$ cat config.mk
export PLATFORM = sky130hd
export DESIGN_NAME = sdram_burst_collect
export DESIGN_NICKNAME = d
export VERILOG_FILES = /design/src/hw/sdram_pkg.sv /design/src/hw/sdram_burst_collect.sv
export VERILOG_INCLUDE_DIRS = /design/src /design/src/hw
export SDC_FILE = /design/constraint.sdc
export NUM_CORES = 1
export LEC_CHECK = 0
export BUFFER_PORTS_ARGS = -buffer_cell sky130_fd_sc_hd__buf_2
export CORE_UTILIZATION = 39
export DETAILED_ROUTE_END_ITERATION = 12
export PLACE_DENSITY = 0.77
export SYNTH_ARGS = -nofsm -noshare
export SYNTH_HDL_FRONTEND = slang
export SYNTH_SLANG_ARGS = --single-unit
$ cat constraint.sdc
create_clock -name clk -period 1.15 [get_ports clk]
set_clock_uncertainty 0.1 [all_clocks]
set_input_delay 0.115 -clock clk [delete_from_list [all_inputs] [get_ports clk]]
set_output_delay 0.115 -clock clk [all_outputs]
set_load 0.02 [all_outputs]
$ cat src/hw/sdram_params.svh
// Timing, slot schedule, mode register and width constants, included by RTL and testbench
`ifndef SDRAM_PARAMS_SVH
`define SDRAM_PARAMS_SVH

// bus widths
`define SD_DQ_W 16
`define SD_A_W  13

// ----------------------------------------------------------------------
// slot schedule, one round is 12 states
// ----------------------------------------------------------------------
`define SD_SLOT_LAST 4'd11

`define SD_RAS0  4'd0   // slot 0 ACTIVE
`define SD_CAS0  4'd3   // slot 0 READ/WRITE, auto precharge
`define SD_READ0 4'd8   // slot 0 word registered from DQ
`define SD_DS0   4'd4   // slot 0 dqm open here and in the next state

`define SD_RAS1  4'd4   // slot 1 ACTIVE or AUTO_REFRESH
`define SD_CAS1  4'd7
`define SD_READ1 4'd0   // first burst word, next round
`define SD_DS1   4'd8   // slot 1 dqm open up to the end of the round

// burst 4, sequential, CL3, standard mode, single write bursts
`define SD_MODE {3'b000, 1'b1, 2'b00, 3'd3, 1'b0, 3'b010}

// 64 ms / 8192 rows = 7.8 us
`define SD_MHZ          80
`define SD_RFRSH_CYCLES (78 * `SD_MHZ / 10)

`define SD_INIT_ROUNDS 5'd31   // power-up countdown

`endif

$ cat src/hw/sdram_pkg.sv
// Command, port select and address types shared by the SDRAM controller and its testbench
`include "sdram_params.svh"

package sdram_pkg;

	// bit order nCS, nRAS, nCAS, nWE
	typedef enum logic [3:0] {
		INHIBIT      = 4'b1111,
		NOP          = 4'b0111,
		ACTIVE       = 4'b0011,
		READ         = 4'b0101,
		WRITE        = 4'b0100,
		PRECHARGE    = 4'b0010,
		AUTO_REFRESH = 4'b0001,
		LOAD_MODE    = 4'b0000
	} sd_cmd_t;

	// owner of a slot, slot 0 uses REQ and ROM, slot 1 uses REQ and SP
	typedef enum logic [1:0] {
		NONE = 2'd0,
		REQ  = 2'd1,
		ROM  = 2'd2,
		SP   = 2'd3
	} port_sel_t;

	typedef logic [`SD_DQ_W-1:0] word_t;

	// word address, 8 MiB regions in the top bits
	typedef logic [25:1] addr_t;

	typedef logic [3:0] slot_t;

endpackage

$ cat src/hw/sdram_burst_collect.sv
// Slot 1 burst collector, packs consecutive read words into one payload and acknowledges it
`timescale 1ns/1ps
`include "sdram_params.svh"

module sdram_burst_collect #(
	parameter type data_t = logic [31:0]
) (
	input  logic             clk,
	input  logic             init_n,
	input  logic             req,
	input  logic             start,
	input  logic             sel_me,
	input  sdram_pkg::word_t sd_din,
	input  logic             wdone,
	output data_t            q,
	output logic             ack
);
	localparam int WORDS = $bits(data_t) / `SD_DQ_W;
	localparam int CNT_W = $clog2(WORDS);

	logic [CNT_W-1:0] cnt;   // words taken so far
	logic             busy;
	logic             last;

	assign last = busy && cnt == CNT_W'(WORDS - 1);

	always_ff @(posedge clk or negedge init_n) begin
		if (!init_n) begin
			busy <= 1'b0;
			cnt <= '0;
			ack <= 1'b0;
		end else begin
			if (start && sel_me) begin
				busy <= 1'b1;
				cnt <= CNT_W'(1);
			end else if (last) begin
				busy <= 1'b0;
			end else if (busy) begin
				cnt <= cnt + 1'b1;
			end
			if (last || (wdone && sel_me))
				ack <= req;
		end
	end

	// low word first, shifted down from the top
	always_ff @(posedge clk) begin
		if ((start && sel_me) || busy)
			q <= {sd_din, q[$bits(data_t)-1:`SD_DQ_W]};
	end

endmodule

**Word-level counts from Yosys, hierarchy flattened**

Cells that the tools add are included.

- Register bits after elaboration: 35
- Latch bits: 0
- Bits in writable memories: 0
- Memories: 0
- Bits in read-only memories: 0

- Add/subtract/negate cells: 1
- Equality and inequality tests: 1
- Bitwise logic cells: 0
- $lt $le $gt $ge: 0
- Multiplexer cells: 5
- Reduce and logical (&&, ||, !) cells: 8
- $mul: 0
- Div/mod/pow operators: 0
- Shift operators: 0

Operators by type and width:

| operator | count |
|---|---|
| 2-to-1 mux 1 bit | 5 |
| nonzero test 2 bit | 2 |
| logical AND 1 bit | 3 |
| logical OR 1 bit | 2 |
| inequality test 2 x 1 -> 1 bit, second input constant | 1 |
| AND reduction 2 bit | 1 |
| adder 1 bit, second input constant | 1 |

**Depth between registers and ports, before layout**

Gate-level depths: netlist of the first run.

- Depth in word-level cells: 4
- Gate-level depth with buffers: 2

**Worst setup path before layout of the first run**

No wires, ideal clock.

- Path type: reg-to-reg
- Start: reg busy
- End: reg q[0] (netlist bit), enable pin
- Cell stages (with the launch flop): 2
- Arrival: 0.785 ns
- Slack: -0.110 ns
- Cell sequence: dfrtp_1 -> a21o_2

- Cells in the longest elaborated chain, start to end: 1

Ends and longest elaborated chain:

| element | line | text |
|---|---|---|
| start, declared | sdram_burst_collect.sv:22 | `logic busy;` |
| start signal, assigned | sdram_burst_collect.sv:29 | `busy <= 1'b0;` |
| start signal, assigned | sdram_burst_collect.sv:34 | `busy <= 1'b1;` |
| start signal, assigned | sdram_burst_collect.sv:37 | `busy <= 1'b0;` |
| logical OR 1 bit | sdram_burst_collect.sv:48 | `if ((start && sel_me) \|\| busy)` |
| end signal, assigned | sdram_burst_collect.sv:49 | `` q <= {sd_din, q[$bits(data_t)-1:`SD_DQ_W]}; `` |
| end, declared | sdram_burst_collect.sv:15 | `output data_t q,` |

No other way between the ends.
A chain may end at the register's enable or synchronous reset.

**Final worst setup path of the first run**

- Start: reg busy
- End: reg ack

- Cells in the longest elaborated chain, start to end: 2

Ends and longest elaborated chain:

| element | line | text |
|---|---|---|
| logical AND 1 bit | sdram_burst_collect.sv:25 | `assign last = busy && cnt == CNT_W'(WORDS - 1);` |
| logical OR 1 bit | sdram_burst_collect.sv:41 | `if (last \|\| (wdone && sel_me))` |
| end signal, assigned | sdram_burst_collect.sv:42 | `ack <= req;` |
| end, declared | sdram_burst_collect.sv:16 | `output logic ack` |

No other way between the ends.

==> results list, run 1 <==
* Post-synth EDFFs: 32
* Cell types with the highest counts after synthesis: 32 x sky130_fd_sc_hd__edfxtp_1, 3 x sky130_fd_sc_hd__dfrtp_1
* CTS sink count: 35
* DR WL/cell: 13.9 um
- Of all nets on the critical path, the largest fanout is 4.
* GRT Util Overall: around 17%
- First DRT Iteration DRCs: 4
- Clock tree from TritonCTS: done
- Number of routed nets with antenna violations: 0
- Count of input and output buffers: 54
* Number of synthesized register bits: 35
* Worst slack on hold paths: 87.7 ps
- Layout overhead on the synthesized area: 67.3%
- Part of the Yosys area used for sequential elements: 95.7%
- HPWL after detailed placement: roughly 1300 um
- The first global-routing pass estimated 3220 um of wire.
- Mapped Area: ~1100 um2
- The checks that failed: setup timing.
- The tree is rooted in a sky130_fd_sc_hd__clkbuf_4.
- Number of levels the H-tree was split into: 2
* Share of synthesized flip-flops with an asynchronous set or reset: 8.57%
- Initial cell density of the core: a little over two fifths
- R2R Setup Slk: -30 ps
* Worst slew pin tran: 208 ps
- Yosys mapped the design onto 9 distinct sky130hd cell types.
* Type of destination of the critical path: register
- The run finished, with violations left.
- In this run the deepest clock path goes through 2 buffers.
- The die is 54.7 um tall.
* Shortest period the worst path allows: 1180 ps
* Number of max-slew violations in the final report: 0
- Dividing the detail-routed via count by the number of cells gives 4.51.
- Max-cap check violation count: 0
- After detailed placement, the total cell area comes to approximately 1400 um2.
- # setup viols final: 2
* Data required time of the worst path: 1260 ps
- 55 I/O pins were placed.
- During synthesis, Yosys emitted a total of 0 warnings.
* Worst setup margin: -30.9 ps
- For this run, design rule violations remaining after detail routing come to 0.
* Power density normalized to cell area: between 1000 and 1500 nW/um2
- After synthesis, the largest area contributor takes up between 80% and 90% of total cell area.
* Full die area: around 3000 um2
- The number of antenna diodes in the final layout is 0.
- Synthesis handed over a netlist of 42 instances.
- Max rail drop VDD: 1.20 mV
- Fill cell count: roughly 160
* Post-synth top area cell: sky130_fd_sc_hd__edfxtp_1
* Count of final hold-check violations: 0
- Final nets: roughly 150
* Leading cell type by number of instances after synthesis: sky130_fd_sc_hd__edfxtp_1
- The number of antenna violations at the first check in global routing is 0.
- The total overflow left after global routing is 0.
- Sorting the synthesized cells by area gives the leading types as sky130_fd_sc_hd__edfxtp_1 89%, sky130_fd_sc_hd__dfrtp_1 6.9%, sky130_fd_sc_hd__mux2_1 1.0%.
- After clock tree synthesis, the clock-pin slew on the worst setup and hold paths is 90 ps.
- The worst path uses 103% of the clock period.
- Cells with a size suffix above 1 make up between 50% and 60% of the layout.
- Post-Syn Area per Cell: about 26 um2
* Maximum number of pins on one net before global-route repair: 18
- CP Class: register to register
- Routed vias: just over 700
- The analysis attributes to cell leakage a power of 0.754 nW.
* Total routed wirelength: ~2200 um
- Clock latency on the worst-skew pair, taken at its later pin, is 320 ps.
- Number of standard-cell rows in the floorplan: 18
* Prevailing post-synth register cell: sky130_fd_sc_hd__edfxtp_1
- After floorplanning, the core was sized to cover 2540 um2.
- After routing the design area is 1810 um2.
- The floorplan step set the die width to 54.7 um.
- Number of iterations in the first detailed-routing pass: 3
- Number of global-route vias before repair: around 740
- Net count after synthesis: 64
- Critical path data arrival time: 1290 ps
- Routability-driven placement finished with a final weighted congestion of ~0.64.
* Setup repair after global routing missed its margin: yes
- Cts bufs inserted: 5
- Max_slew headroom: 86.1%
* FMAX: 847 MHz
- The tightest min-delay check is of the primary input to register type.
- CP Launch Type: register
==> cells in the final DEF, fill, tap and decap left out <==
master                           n
sky130_fd_sc_hd__nand2_1         1
sky130_fd_sc_hd__buf_2          38
sky130_fd_sc_hd__a22oi_2         1
sky130_fd_sc_hd__dlygate4sd3_1  21
sky130_fd_sc_hd__dfrtp_2         1
sky130_fd_sc_hd__or2_1           1
sky130_fd_sc_hd__clkbuf_4        5
sky130_fd_sc_hd__o21ai_0         1
sky130_fd_sc_hd__a21o_4          2
sky130_fd_sc_hd__dfrtp_1         2
sky130_fd_sc_hd__inv_1           1
sky130_fd_sc_hd__buf_4           4
sky130_fd_sc_hd__buf_6          16
sky130_fd_sc_hd__mux2_4          1
sky130_fd_sc_hd__clkinv_1        2
sky130_fd_sc_hd__clkbuf_1        1
sky130_fd_sc_hd__edfxtp_1       32
==> logic make-up (layout without fill, tap and decap cells) <==
group                  Yosys count  after routing  share of synthesized area, %
buffers and inverters            1             88                         0.346
flip-flops                      35             35                          95.7
AO/OA/AOI/OAI                    3              4                          1.97
multiplexers                     1              1                          1.04
AND/OR/NAND/NOR                  2              2                         0.925
==> power breakdown <==
part           internal, W  total, W  switching (W)
sequential         0.00149   0.00153      0.0000416
clock             0.000226  0.000582       0.000356
combinational     0.000194  0.000384       0.000190
==> metal layers <==
metal / vias to the layer above / part of all wire [%] / GRT usage, %
met3: 5 / 5.8 / 8.89
met1: 343 / 33 / 17.4
li1: 340 / - / -
met4: 0 / 1.7 / 6.41
met5: - / 0 / 0
met2: 34 / 59 / 29.5
==> repair_timing <==
action / CTS / global route
resized for setup: 3 / 33
hold endpoints to repair: 21 / 0
setup endpoints to repair: 34 / 18
hold buffers: 21 / 0
cloned: 1 / 0
pin swaps: 0 / 0
setup buffers: 0 / 4
==> flip-flops by register name, indices dropped and copies added (netlist names) <==
register,cells
cnt,1
ack,1
q,32
busy,1
==> through the flow <==
step | total power (W) | utilization (%) | cells | TNS [ps] | setup WS [ps]
after CTS | 0.00246 | 66.0 | 156 | -62.6 | -36.6
after global placement | 0.00180 | 54.9 | 126 | -24.4 | -24.4
after global routing | 0.00262 | 71.1 | 160 | -232 | -59.3
after floorplan | 0.00169 | - | 42 | 0 | 20.7
after detailed placement | 0.00181 | 54.9 | 126 | -1380 | -59.0
final | 0.00250 | 71.1 | 160 | -39.4 | -30.9
==> critical path, stage by stage (launching register included) <==
cell,delay (ps)
sky130_fd_sc_hd__dfrtp_2,450
sky130_fd_sc_hd__a22oi_2,200
sky130_fd_sc_hd__mux2_4,320
==> path summary, 6_finish.rpt <==
path                            startpoint    to  depth (start not counted)
worst max-delay path                  busy   ack                          2
worst min-delay path                 wdone   ack                          3
worst max register to register        busy   ack                          2
worst min register to register       q[21]  q[5]                          0
max in group asynchronous           init_n  busy                          3
min in group asynchronous           init_n   cnt                          3
==> final cells by class <==
class	instances	area, um2	area share (%)
clock buffer	6	41.3	2.28
clock inverter	2	7.51	0.415
inverter	1	3.75	0.207
multi-input combinational	7	72.6	4.01
sequential	35	1040	57.3
tap	30	37.5	2.07
timing repair buffer	79	611	33.7
Note: power is estimated with default switching activity, not from simulation.
==> run 2, diff against run 1 <==
--- a/config.mk
+++ b/config.mk
@@ -7,9 +7,10 @@
 export NUM_CORES = 1
 export LEC_CHECK = 0
 export BUFFER_PORTS_ARGS = -buffer_cell sky130_fd_sc_hd__buf_2
-export CORE_UTILIZATION = 39
+export CORE_UTILIZATION = 30
 export DETAILED_ROUTE_END_ITERATION = 12
-export PLACE_DENSITY = 0.77
+export MAX_ROUTING_LAYER = met4
+export PLACE_DENSITY = 0.63
 export SYNTH_ARGS = -nofsm -noshare
 export SYNTH_HDL_FRONTEND = slang
 export SYNTH_SLANG_ARGS = --single-unit
==> run 2 against run 1 <==
Sequential share of layout area is 1.6 points lower. Register-to-register slack gained 20 ps. Fmax increased by 1.6%. The run still ends with setup timing left. Total power increased by 13%. Critical path depth is the same. Global-route usage down 4.2 points. Hold slack got worse by 76 ps. Largest cell class unchanged. Via count grew 0.69%. Die area rose by 29%. Flip-flop and latch count did not move. Non-clock buffer count is 1 higher. First-iteration DRC count is 25% lower. Largest power group unchanged.
==> results list, run 2 (synthesis gave the netlist of run 1 again) <==
- CTS sink count: 35 (unchanged)
* Type of destination of the critical path: register (unchanged)
- Post-layout total power: 0.00283 W (was 0.00250 W)
- Number of iterations in the first detailed-routing pass: 3 (unchanged)
- Maximum number of pins on one net before global-route repair: 18 (unchanged)
* Layout overhead on the synthesized area: 72.0% (was 67.3%)
- The flip-flop count of the largest register after layout was 32 (unchanged).
- Count of input and output buffers: 54 (unchanged)
- Clock transition time at the flip-flop clock pins of the worst setup and hold paths: 110 ps (was 90 ps)
- Max rail drop VDD: 0.919 mV (was 1.20 mV)
- Power density normalized to cell area: 1520 nW/um2 (was 1380 nW/um2)
* Largest register by flop count: q (unchanged)
- Total grt overflow: 0 (unchanged)
- The clock power share is 32.6% (was 23.3%).
- Fill cell count: 267 (was 164)
- Cts bufs inserted: 5 (unchanged)
- The first-pass GRT wire length was 3090 um (was 3220 um).
* Clock latency reported for the late side of the worst-skew pair: 330 ps (was 320 ps)
- Max-cap check violation count: 0 (unchanged)
* Initial antenna violation count: 0 (unchanged)
- Total routed wirelength: 2280 um (was 2230 um)
- Combined flip-flop and latch cell area: 1040 um2 (about the same)
- The switching part of the total was 22.6% (was 23.5%).
- Clk buf depth: 2 (unchanged)
* Outcome: finished with violations (unchanged)
- Setup repair after global routing missed its margin: yes (unchanged)
* Combinational share of power: 13.5% (was 15.4%)
- I/O Pins: 55 (unchanged)
- The internal power summed over all cells was 0.00219 W (was 0.00191 W).
* Routed vias: 727 (was 722)
- The initial core utilization is 31.9% (was 42.5%).
- Antenna Diode Count: 0 (unchanged)
- Overall die width: 62.1 um (was 54.7 um)
* Number of cell instances on the worst register-to-register path: 2 (unchanged)
* Number of levels the H-tree was split into: 2 (unchanged)
* Global placement routability congestion: 0.639 (was 0.642)
- Final nets: 153 (was 151)
- Worst Setup SP: busy (unchanged)
* DR WL/cell: 12.8 um (was 13.9 um)
- Seq pwr share: 53.9% (was 61.4%)
- The critical path startpoint category is a register (unchanged).
* Final clock period utilization by the worst path: 101% (was 103%)
* Most common cell after layout, fill and taps aside: sky130_fd_sc_hd__buf_2 (unchanged)
* FMAX: 860 MHz (was 847 MHz)
- Number of routed nets with antenna violations: 0 (unchanged)
* Crit path max fanout: 8 (was 4)
- Hold crit path type: primary input to register (unchanged)
- The fraction of final layout cells with drive strength greater than 1 is 55.3% (was 52.3%).
- The final HPWL from detailed placement was 1180 um (was 1320 um).
- Cell at the root of the clock tree: sky130_fd_sc_hd__clkbuf_4 (unchanged)
* Clock tree from TritonCTS: done (unchanged)
- Die Span Y: 62.1 um (was 54.7 um)
* Full die area: 3850 um2 (was 2990 um2)
- The final worst slack is -12.3 ps (was -30.9 ps).
- Post-detailed-route via-to-cell ratio: 4.08 (was 4.51)
* Highest-count cells in the layout ignoring fill and taps: 42 x sky130_fd_sc_hd__buf_2, 32 x sky130_fd_sc_hd__edfxtp_1, 20 x sky130_fd_sc_hd__dlygate4sd3_1 (was 38 x sky130_fd_sc_hd__buf_2, 32 x sky130_fd_sc_hd__edfxtp_1, 21 x sky130_fd_sc_hd__dlygate4sd3_1)
* Worst R2R End: q[25] (was ack)
* Worst slew pin tran: 217 ps (was 208 ps)
- The via count of the first global-routing pass came to 666 (was 736).
- # setup viols final: 10 (was 2)
- The final critical delay including setup and external delays is 1160 ps (was 1180 ps).
- The residual DRC count was 0 (unchanged).
- GRT Util Overall: 13.0% (was 17.1%)
* R2R Setup Slk: -10 ps (was -30 ps)
* CP Class: register to register (unchanged)
* Worst slack after detailed placement: -71.3 ps (was -59.0 ps)
- Violated checks: setup timing (unchanged).
- Number of standard-cell rows in the floorplan: 21 (was 18)
- Max_slew headroom: 85.5% (was 86.1%)
- The leakage power total came to 0.780 nW (was 0.754 nW).
- The floorplan core area is 3390 um2 (was 2540 um2).
- First DRT Iteration DRCs: 3 (was 4)
- Critical path data arrival time: 1160 ps (was 1290 ps)
- The count of final hold-check violations was 0 (unchanged).
- Data required time of the worst path: 1150 ps (was 1260 ps)
- R2R Path Start: busy (unchanged)
- The area used by multi-input combinational logic is 87.6 um2 (was 72.6 um2).
- The net switching component of the power is 0.000642 W (was 0.000587 W).
- The number of slew-limit violations in the final report came to 0 (unchanged).
- Destination of the critical timing path: q[25] (was ack)
-- run 2: stage by stage --
step	instances	hold slack [ps]	util [%]	TNS (ps)	area [um2]
5_1_grt	178	11.1	54.9	-772	1860
4_1_cts	173	-43.4	51.3	-576	1740
3_3_place_gp	142	-191	41.8	-296	1420
3_5_place_dp	142	-185	41.8	-1980	1420
6_report	178	12.2	54.9	-87.4	1860
2_1_floorplan	42	-281	-	0	1090
-- run 2: per-layer routing --
layer,track usage (%),share of wire (%),vias to the layer above
li1,-,-,343
met1,13.4,39,339
met2,21.0,52,39
met4,7.62,1.8,0
met5,-,0,-
met3,4.97,7.1,6
-- run 2: how the worst min path moves through the flow --
stage                start    to  slack [ps]  depth (start not counted)
floorplan           init_n   ack        -280                          0
global placement    init_n  busy        -190                          1
detailed placement  init_n   cnt        -190                          1
CTS                 sel_me  busy         -40                          3
global route        sel_me  busy          10                          3
finish              sel_me  busy          10                          3
-- run 2: power groups by stage --
stage,sequential [W],combinational [W],clock [W]
floorplan,0.00165,0.0000355,0
global placement,0.00154,0.000257,0
detailed placement,0.00155,0.000262,0
CTS,0.00152,0.000330,0.000947
global route,0.00154,0.000409,0.000992
finish,0.00153,0.000383,0.000923
-- run 2: final cells by class --
| class | instances | area share, % |
|---|---|---|
| flip-flops and latches | 35 | 55.6 |
| multi-input cells | 8 | 4.70 |
| repair buffers | 80 | 31.7 |
| well taps | 46 | 3.09 |
| clock buffers | 6 | 2.76 |
| inverters | 1 | 0.202 |
| clock inverters | 2 | 1.88 |
-- run 2: worst max-delay path, stage by stage (launching register included) --
cell and delay [ps]:
sky130_fd_sc_hd__dfrtp_1 440, sky130_fd_sc_hd__buf_4 160, sky130_fd_sc_hd__a21o_4 230
-- run 2: repair_timing --
action | CTS | global route
setup endpoints to repair | 36 | 32
setup buffers | 2 | 4
cloned | 1 | 1
hold endpoints to repair | 21 | 0
hold buffers | 20 | 0
gates resized for setup | 3 | 25
==> run 3, diff against run 2 <==
--- a/config.mk
+++ b/config.mk
@@ -7,10 +7,12 @@
 export NUM_CORES = 1
 export LEC_CHECK = 0
 export BUFFER_PORTS_ARGS = -buffer_cell sky130_fd_sc_hd__buf_2
+export CELL_PAD_IN_SITES_DETAIL_PLACEMENT = 0
+export CELL_PAD_IN_SITES_GLOBAL_PLACEMENT = 1
 export CORE_UTILIZATION = 30
 export DETAILED_ROUTE_END_ITERATION = 12
 export MAX_ROUTING_LAYER = met4
-export PLACE_DENSITY = 0.63
+export PLACE_DENSITY = 0.73
 export SYNTH_ARGS = -nofsm -noshare
 export SYNTH_HDL_FRONTEND = slang
 export SYNTH_SLANG_ARGS = --single-unit
==> run 3 against run 2 <==
The flow still finishes with violations (setup timing). Setup slack worse by 12 ps. Fmax fell by 1.0%. Sequential power hardly changed. Largest power group unchanged.
==> results list, run 3 (synthesis gave the netlist of run 1 again) <==
- Outcome: finished with violations (unchanged).
- Violated checks: setup timing (unchanged).
* Total grt overflow: 0 (unchanged)
- Leakage power of the design: 0.756 nW (was 0.780 nW)
- Number of max-slew violations in the final report: 0 (unchanged)
* Number of routed nets with antenna violations: 0 (unchanged)
* Destination of the critical timing path: ack (was q[25])
* Critical path data arrival time: 1290 ps (was 1160 ps)
- The final antenna diode count was 0 (unchanged).
* Shortest period the worst path allows: 1170 ps (was 1160 ps)
* Number of levels the H-tree was split into: 2 (unchanged)
* HPWL after detailed placement: 1290 um (was 1180 um)
- Number of global-route vias before repair: 644 (was 666)
- Hold crit path type: primary input to register (unchanged)
- Post-detailed-route via-to-cell ratio: 4.06 (was 4.08)
* Most common cell after layout, fill and taps aside: sky130_fd_sc_hd__buf_2 (unchanged)
* R2R Path Start: busy (unchanged)
- Type of destination of the critical path: register (unchanged)
* Setup repair after global routing missed its margin: yes (unchanged)
- The worst reg-to-reg path cell count came to 2 (unchanged).
- Wire length of the first global-routing pass: 2930 um (was 3090 um)
- The wire length reported by the detailed router came to 2280 um (about the same).
- The die area was 3850 um2 (unchanged).
- Area of the core: 3390 um2 (unchanged)
* GRT Util Overall: 12.1% (was 13.0%)
- Worst slack after detailed placement: -75.0 ps (was -71.3 ps)
- The filler-free cell count of the finished design was 178 (unchanged).
- The gate family responsible for the most delay along the worst path is flip-flops (unchanged).
- Worst Setup SP: busy (unchanged)
* Highest-count cells in the layout ignoring fill and taps: 44 x sky130_fd_sc_hd__buf_2, 32 x sky130_fd_sc_hd__edfxtp_1, 20 x sky130_fd_sc_hd__dlygate4sd3_1 (was 42 x sky130_fd_sc_hd__buf_2, 32 x sky130_fd_sc_hd__edfxtp_1, 20 x sky130_fd_sc_hd__dlygate4sd3_1)
- The number of I/O port buffers came to 54 (unchanged).
* CTS sink count: 35 (unchanged)
- Max rail drop VDD: 0.656 mV (was 0.919 mV)
- Worst R2R End: ack (was q[25])
- Proportion of layout cells with a drive suffix above 1: 53.8% (was 55.3%)
- The layout filler cell count came to 275 (was 267).
- The vertical extent of the die is 62.1 um (unchanged).
* Crit path max fanout: 5 (was 8)
- The area overhead of the layout relative to synthesis came to 68.0% (was 72.0%).
- I/O Pins: 55 (unchanged)
- The delay contributed by the slowest stage of the critical path came to 470 ps (was 440 ps).
- The initial core utilization was 31.9% (unchanged).
- The count of final hold-check violations is 0 (unchanged).
- The data required time at the worst endpoint is 1270 ps (was 1150 ps).
- Worst setup margin: -24.5 ps (was -12.3 ps)
- The width of the die is 62.1 um (unchanged).
- The final-stage net count came to 153 (unchanged).
* Cell with the largest stage delay on the worst path: sky130_fd_sc_hd__dfrtp_2 (was sky130_fd_sc_hd__dfrtp_1)
- The relative slew slack was 87.1% (was 85.5%).
- Number of cells on the critical path: 2 (unchanged)
- The average routed wire per standard cell was 12.8 um (about the same).
- The type of the worst setup path is register to register (unchanged).
- The number of failing setup endpoints in the final timing report came to 17 (was 10).
* Global placement routability congestion: 0.649 (was 0.639)
- The number of maximum-capacitance constraint violations was 0 (unchanged).
* R2R Setup Slk: -20 ps (was -10 ps)
- Chain of cells forming the critical path: a22oi_2, mux2_4 (was buf_4, a21o_4).
- The maximum number of pins on one net before global-route repair was 18 (unchanged).
- Inst Count DP: 142 (unchanged)
- The residual DRC count is 0 (unchanged).
- The final sum of negative setup slack came to -125 ps (was -87.4 ps).
- Largest register by flop count: q (unchanged)
* FMAX: 851 MHz (was 860 MHz)
* Routed vias: 723 (was 727)
- The number of antenna violations at the first check in global routing is 0 (unchanged).
* Cts bufs inserted: 5 (unchanged)
* Number of iterations in the first detailed-routing pass: 3 (unchanged)
- The final clock period utilization by the worst path was 102% (was 101%).
* Clock transition time at the flip-flop clock pins of the worst setup and hold paths: 90 ps (was 110 ps)
- Number of standard-cell rows in the floorplan: 21 (unchanged)
- Count of buffer and inverter cells on the critical path: 0 (was 1)
- Flip-flop count of the largest register after layout: 32 (unchanged)
* Clk buf depth: 2 (unchanged)
- Clock latency reported for the late side of the worst-skew pair: 320 ps (was 330 ps)
- The power per unit of standard cell area is 1370 nW/um2 (was 1520 nW/um2).
* First DRT Iteration DRCs: 8 (was 3)
* Clock tree from TritonCTS: done (unchanged)
* Cell at the root of the clock tree: sky130_fd_sc_hd__clkbuf_4 (unchanged)
* CP Launch Type: register (unchanged)
- The transition time at the pin with the least slew margin was 194 ps (was 217 ps).
-- run 3: cell count changes in the layout (fill, tap and decap cells not counted) --
cell and delta:
sky130_fd_sc_hd__dfrtp_2 +1, sky130_fd_sc_hd__buf_4 -2, sky130_fd_sc_hd__dfrtp_1 -1, sky130_fd_sc_hd__clkinv_1 +2, sky130_fd_sc_hd__buf_2 +2, sky130_fd_sc_hd__bufinv_16 -1
sky130_fd_sc_hd__clkbuf_8 -1, sky130_fd_sc_hd__clkinv_2 -1, sky130_fd_sc_hd__a21o_2 +1, sky130_fd_sc_hd__buf_6 -1, sky130_fd_sc_hd__clkbuf_1 +1
-- run 3: cell type report --
| cell class | count | area (um2) | area share, % |
|---|---|---|---|
| Sequential cell | 35 | 1040 | 57.1 |
| Timing Repair Buffer | 79 | 574 | 31.6 |
| Multi-Input combinational cell | 9 | 96.3 | 5.30 |
| Tap cell | 46 | 57.6 | 3.17 |
| Clock buffer | 6 | 41.3 | 2.27 |
| Clock inverter | 2 | 7.51 | 0.413 |
| Inverter | 1 | 3.75 | 0.206 |
-- run 3: where the power goes --
| part | switching, W | leakage, nW | internal [W] |
|---|---|---|---|
| Combinational | 0.000196 | 0.387 | 0.000183 |
| Clock | 0.000358 | 0.0273 | 0.000226 |
| Sequential | 0.0000356 | 0.342 | 0.00149 |
-- run 3: through the flow --
step	total power, W	hold WS [ps]	util (%)	area (um2)
floorplan	0.00169	-281	-	1090
global placement	0.00180	-189	41.8	1420
detailed placement	0.00181	-187	41.8	1420
CTS	0.00246	-29.1	50.0	1690
global route	0.00261	27.3	53.6	1820
finish	0.00249	39.4	53.6	1820
-- run 3: tightest hold or removal path, delay by kind of cell --
family	cells	cell delay, ps
buf+inv	1	150
compound gates	1	80
simple gates	1	70
-- run 3: worst min-delay path by stage --
stage                      start  endpoint  slack, ps  depth (start not counted)
after CTS                 sel_me      busy        -30                          3
after global routing       wdone       ack         30                          3
after floorplan           init_n       ack       -280                          0
after detailed placement  init_n       cnt       -190                          1
final                     sel_me      busy         40                          3
after global placement    init_n      busy       -190                          1
-- run 3: layer usage --
metal	vias up	routed length, um	share of wire (%)	track usage [%]
met5	-	0	0	-
met4	0	36	1.6	5.71
met3	5	221	9.7	6.21
met2	37	1170	51	17.8
met1	333	858	38	13.7
li1	348	-	-	-
-- run 3: repair_timing --
item,4_1_cts,5_1_grt
setup buffers,1,4
endpoints found under the setup margin,35,31
endpoints found under the hold margin,21,0
resized for setup,3,23
gates cloned,1,2
hold buffers,20,0
